==> config.mk <==
export PLATFORM = sky130hd
export DESIGN_NAME = queue_scheduler
export DESIGN_NICKNAME = d
export VERILOG_FILES = /design/src/eq_pkg.sv /design/src/queue_scheduler.sv
export SDC_FILE = /design/constraint.sdc
export NUM_CORES = 1
export LEC_CHECK = 0
export CORE_AREA = 8 8 45 47
export DETAILED_ROUTE_END_ITERATION = 7
export DIE_AREA = 0 0 53 55
export DONT_BUFFER_PORTS = 1
export SKIP_LAST_GASP = 1
export SLEW_MARGIN = 15
export SYNTH_ARGS = -nofsm -noshare
export SYNTH_HDL_FRONTEND = slang
export SYNTH_SLANG_ARGS = --single-unit
==> constraint.sdc <==
create_clock -name clk_i -period 2.61 [get_ports clk_i]
set_clock_uncertainty 0.15 [all_clocks]
set_input_delay 0 -clock clk_i [delete_from_list [all_inputs] [get_ports clk_i]]
set_output_delay 0 -clock clk_i [all_outputs]
set_load 0.02 [all_outputs]
==> src/eq_pkg.sv <==
// Sizes are fixed for one bin half of four bins. COL_NUM must equal 2**COL_IDX_WIDTH.
`default_nettype none

package eq_pkg;

    // ======================================================================
    // Sizes
    // ======================================================================
    // Bins served by this half
    localparam int BIN_HALF         = 4;
    // Vertices per row
    localparam int COL_NUM          = 4;
    // Rows per bin
    localparam int ROW_NUM          = 16;
    localparam int DELTA_WIDTH      = 16;

    // ======================================================================
    // Vertex index layout, row | bin | column from MSB down
    // ======================================================================
    localparam int COL_IDX_WIDTH    = 2;
    localparam int BIN_IDX_WIDTH    = 2;
    localparam int ROW_IDX_WIDTH    = 4;
    localparam int BIN_IDX_LSB      = 2;
    // Row field sits right above the bin field
    localparam int ROW_IDX_LSB      = BIN_IDX_LSB + BIN_IDX_WIDTH;
    localparam int VERTEX_IDX_WIDTH = 8;

    // ======================================================================
    // Vector types
    // ======================================================================
    typedef logic [DELTA_WIDTH-1:0]      delta_t;
    typedef logic [VERTEX_IDX_WIDTH-1:0] vertex_idx_t;
    typedef logic [ROW_IDX_WIDTH-1:0]    row_idx_t;
    typedef logic [BIN_IDX_WIDTH-1:0]    bin_idx_t;
    typedef logic [COL_IDX_WIDTH-1:0]    col_idx_t;
    // One flag per bin
    typedef logic [BIN_HALF-1:0]         bin_mask_t;

endpackage

`default_nettype wire

==> src/queue_scheduler.sv <==
// Pop strobes are combinational from bin_valid_i and out_free_i. Search starts at bin 0 after reset.
`timescale 1ns/10ps
`default_nettype none

module queue_scheduler (
    input  wire                clk_i,
    input  wire                arst_n_i,
    input  wire                initial_finish_i,
    input  wire                read_en_i,
    input  wire eq_pkg::bin_mask_t bin_valid_i,
    // Output stage can take a row this cycle
    input  wire                out_free_i,
    output eq_pkg::bin_mask_t  bin_selected_o
);

    // Last granted bin
    eq_pkg::bin_idx_t last_q;
    eq_pkg::bin_idx_t grant_idx;
    logic             found;
    logic             grant_en;

    // ======================================================================
    // Round-robin search after last grant
    // ======================================================================
    always_comb begin
        eq_pkg::bin_idx_t cand;
        grant_idx = last_q;
        found     = 1'b0;
        for (int k = 1; k <= eq_pkg::BIN_HALF; k++) begin
            // Index width wraps the rotation
            cand = eq_pkg::bin_idx_t'(last_q + k);
            if (!found && bin_valid_i[cand]) begin
                grant_idx = cand;
                found     = 1'b1;
            end
        end
    end

    assign grant_en       = initial_finish_i & read_en_i & out_free_i & found;
    assign bin_selected_o = grant_en ? eq_pkg::bin_mask_t'(1) << grant_idx : '0;

    // Pointer starts at the top so bin 0 is searched first
    always_ff @(posedge clk_i or negedge arst_n_i) begin
        if (!arst_n_i) begin
            last_q <= eq_pkg::bin_idx_t'(eq_pkg::BIN_HALF - 1);
        end else if (grant_en) begin
            last_q <= grant_idx;
        end
    end

    // Exactly one pop whenever enabled, a bin holds data and the output has room
    a_sel_onehot: assert property (
        @(posedge clk_i) disable iff (!arst_n_i)
        initial_finish_i && read_en_i && out_free_i && (bin_valid_i != '0)
            |-> $onehot(bin_selected_o)
    );

    // Last granted bin goes again only when no other bin holds data
    a_sel_rotate: assert property (
        @(posedge clk_i) disable iff (!arst_n_i)
        bin_selected_o[last_q] |-> (bin_valid_i == (eq_pkg::bin_mask_t'(1) << last_q))
    );

endmodule

`default_nettype wire

==> reports/qor.txt <==
DPL Wire Length: 587 µm
crit share post-route: 80.0%
GRT Total Usage: 6.00%
Tmin final: 2.09 ns
CTS sink cnt: 2
Critical Path End Type: primary output
Clk Latency, worst-skew pair: 0.22 ns
PostCTS Resize Cnt: 0
P per Cell Area: 787 mW/mm²
setup TNS: 0 ns
layout cells sized above 1: 23.1%
Routed WL: 745 µm
GP Congestion: 0.738
worst path cell trace: nand2b_1 > nand2_1 > a221o_2 > nor3_1
CP startpoint kind: flip-flop
post-CTS setup repair buffer count: 0
number of synthesized flops with an enable pin: 0
nets@finish: 50
vias: 265
worst vdd ir: 276 µV
Place WS: 0.771 ns
CTS tree: done
Hold Vio Cnt, Final: 0
yosys warns: 0
max_cap viols: 0
Worst-path clk slew: 0.03 ns
WL/cell: 13.5 µm
Synth Net Count: 42
root buffer cell: clkbuf_4
die area: 0.00292 mm²
number of buffers added on ports: 0
FMAX: 479 MHz
worst setup path class: reg -> out
DRT Pass-1 Iters: 4
sequential share of the synthesized area: 21.6%
I/O Pins: 13
Post-Syn Instances: 33
first-pass GRT wire length: 1260 µm
worst hold margin: 0.0174 ns
post-synth cell types: 19
post-synth top area share: 21.6%
Critical Path Fanout Max: 8
Hold Crit Class: in -> reg
Synth area leaders: dfstp_2 22%, a21oi_1 10%, nand2b_1 10%
# hold bufs at CTS: 3
mean area per synthesized cell: 7.36 µm²
CP max stage cell: dfstp_2
DR vias/cell: 4.82
largest net degree at the start of global routing: 9
setup ws final: 0.523 ns
#FFs+latches synth: 2
most frequent cells in the layout: 5 x a21oi_1, 4 x nor2_1, 4 x nand2b_1
Async SR Flop Fraction: 100%
Mapped Area: 243 µm²
row count: 14
Largest regs: last_q (2)
initial antenna violation count: 0
Area growth syn-to-layout: 29.9%
Die Ht: 55 µm
CP arrival: 1.94 ns
fin. max-slew vios: 0
commonest non-fill, non-tap cell in the layout: a21oi_1
area leader, netlist: dfstp_2
CTS max path bufs: 2
Max-slew headroom: 54.2%
Initial Util: 17.5%
Routed Antenna Nets: 0
FILL cells: 156
leak pwr: 0.113 nW
H-tree depth: 1
CTS buffer count: 3
CP max stage delay: 0.57 ns
core area: 0.00138 mm²
RSZ-0062 raised after global routing: no
max reg flops: 2
DRC viols: 0
drt initial violations: 5
status: completed
antenna cell count: 0
die width: 53 µm
Largest Register: last_q
global route total overflow: 0
Slew @ Worst Pin: 0.686 ns
Worst EP required: 2.46 ns
Primary FF master, synth: dfstp_2
Setup Viol. Count Final: 0
vias in the first global route: 286
## cell families (layout without fill, tap and decap cells)
group | count (synthesis) | in the layout | share of synthesized area, %
AND/OR/NAND/NOR | 18 | 18 | 41.2
multiplexers | 1 | 1 | 6.18
buffers and inverters | 0 | 6 | 0
AO/OA/AOI/OAI | 12 | 12 | 30.9
flip-flops | 2 | 2 | 21.6
## worst max-delay path: cells and delay by family (launching register included)
family	cells	cell delay [ns]
simple gates	3	0.76
flops	1	0.57
compound gates	1	0.38
## cell type report
class	count	area (µm²)	area share [%]
multi-input combinational	31	190	60.3
sequential	2	52.6	16.7
timing repair buffer	3	30.0	9.52
clock buffer	3	22.5	7.14
tap	16	20.0	6.35
## worst paths after layout
path,from,slack [ns],depth (start not counted),end
worst min-delay path,initial_finish_i,0.02,3,last_q[0]
worst min register to register,last_q[1],0.41,2,last_q[1]
worst max-delay path,last_q[0],0.52,4,bin_selected_o[2]
max in group asynchronous,arst_n_i,2.24,1,last_q[0]
worst max register to register,last_q[0],0.96,4,last_q[0]
min in group asynchronous,arst_n_i,0.05,1,last_q[1]
## stage by stage
step	total power, mW	util [%]	instance area [µm²]	cells
2_1_floorplan	0.155	-	243	33
3_3_place_gp	0.171	19.0	263	49
3_5_place_dp	0.173	19.0	263	49
4_1_cts	0.250	22.8	315	55
5_1_grt	0.269	22.8	315	55
6_report	0.248	22.8	315	55
## cell usage after synthesis (2+ instances only)
cell type,instances
nor2_1,4
nand2b_1,4
a21oi_1,5
nand2_1,3
o21ai_0,2
dfstp_2,2
## layer usage
metal / vias to the layer above / routed length, µm / global-route usage (%)
li1: 134 / - / -
met1: 119 / 358 / 6.52
met2: 12 / 295 / 7.03
met3: 0 / 91 / 4.55
met4: 0 / 0 / 6.03
met5: - / 0 / 0
## power by group
part / internal, mW / switching [mW]
sequential: 0.0531 / 0.0229
clock: 0.0507 / 0.0171
combinational: 0.0565 / 0.0477
total: 0.160 / 0.0878
No activity file was read; power rests on OpenSTA's default activity.
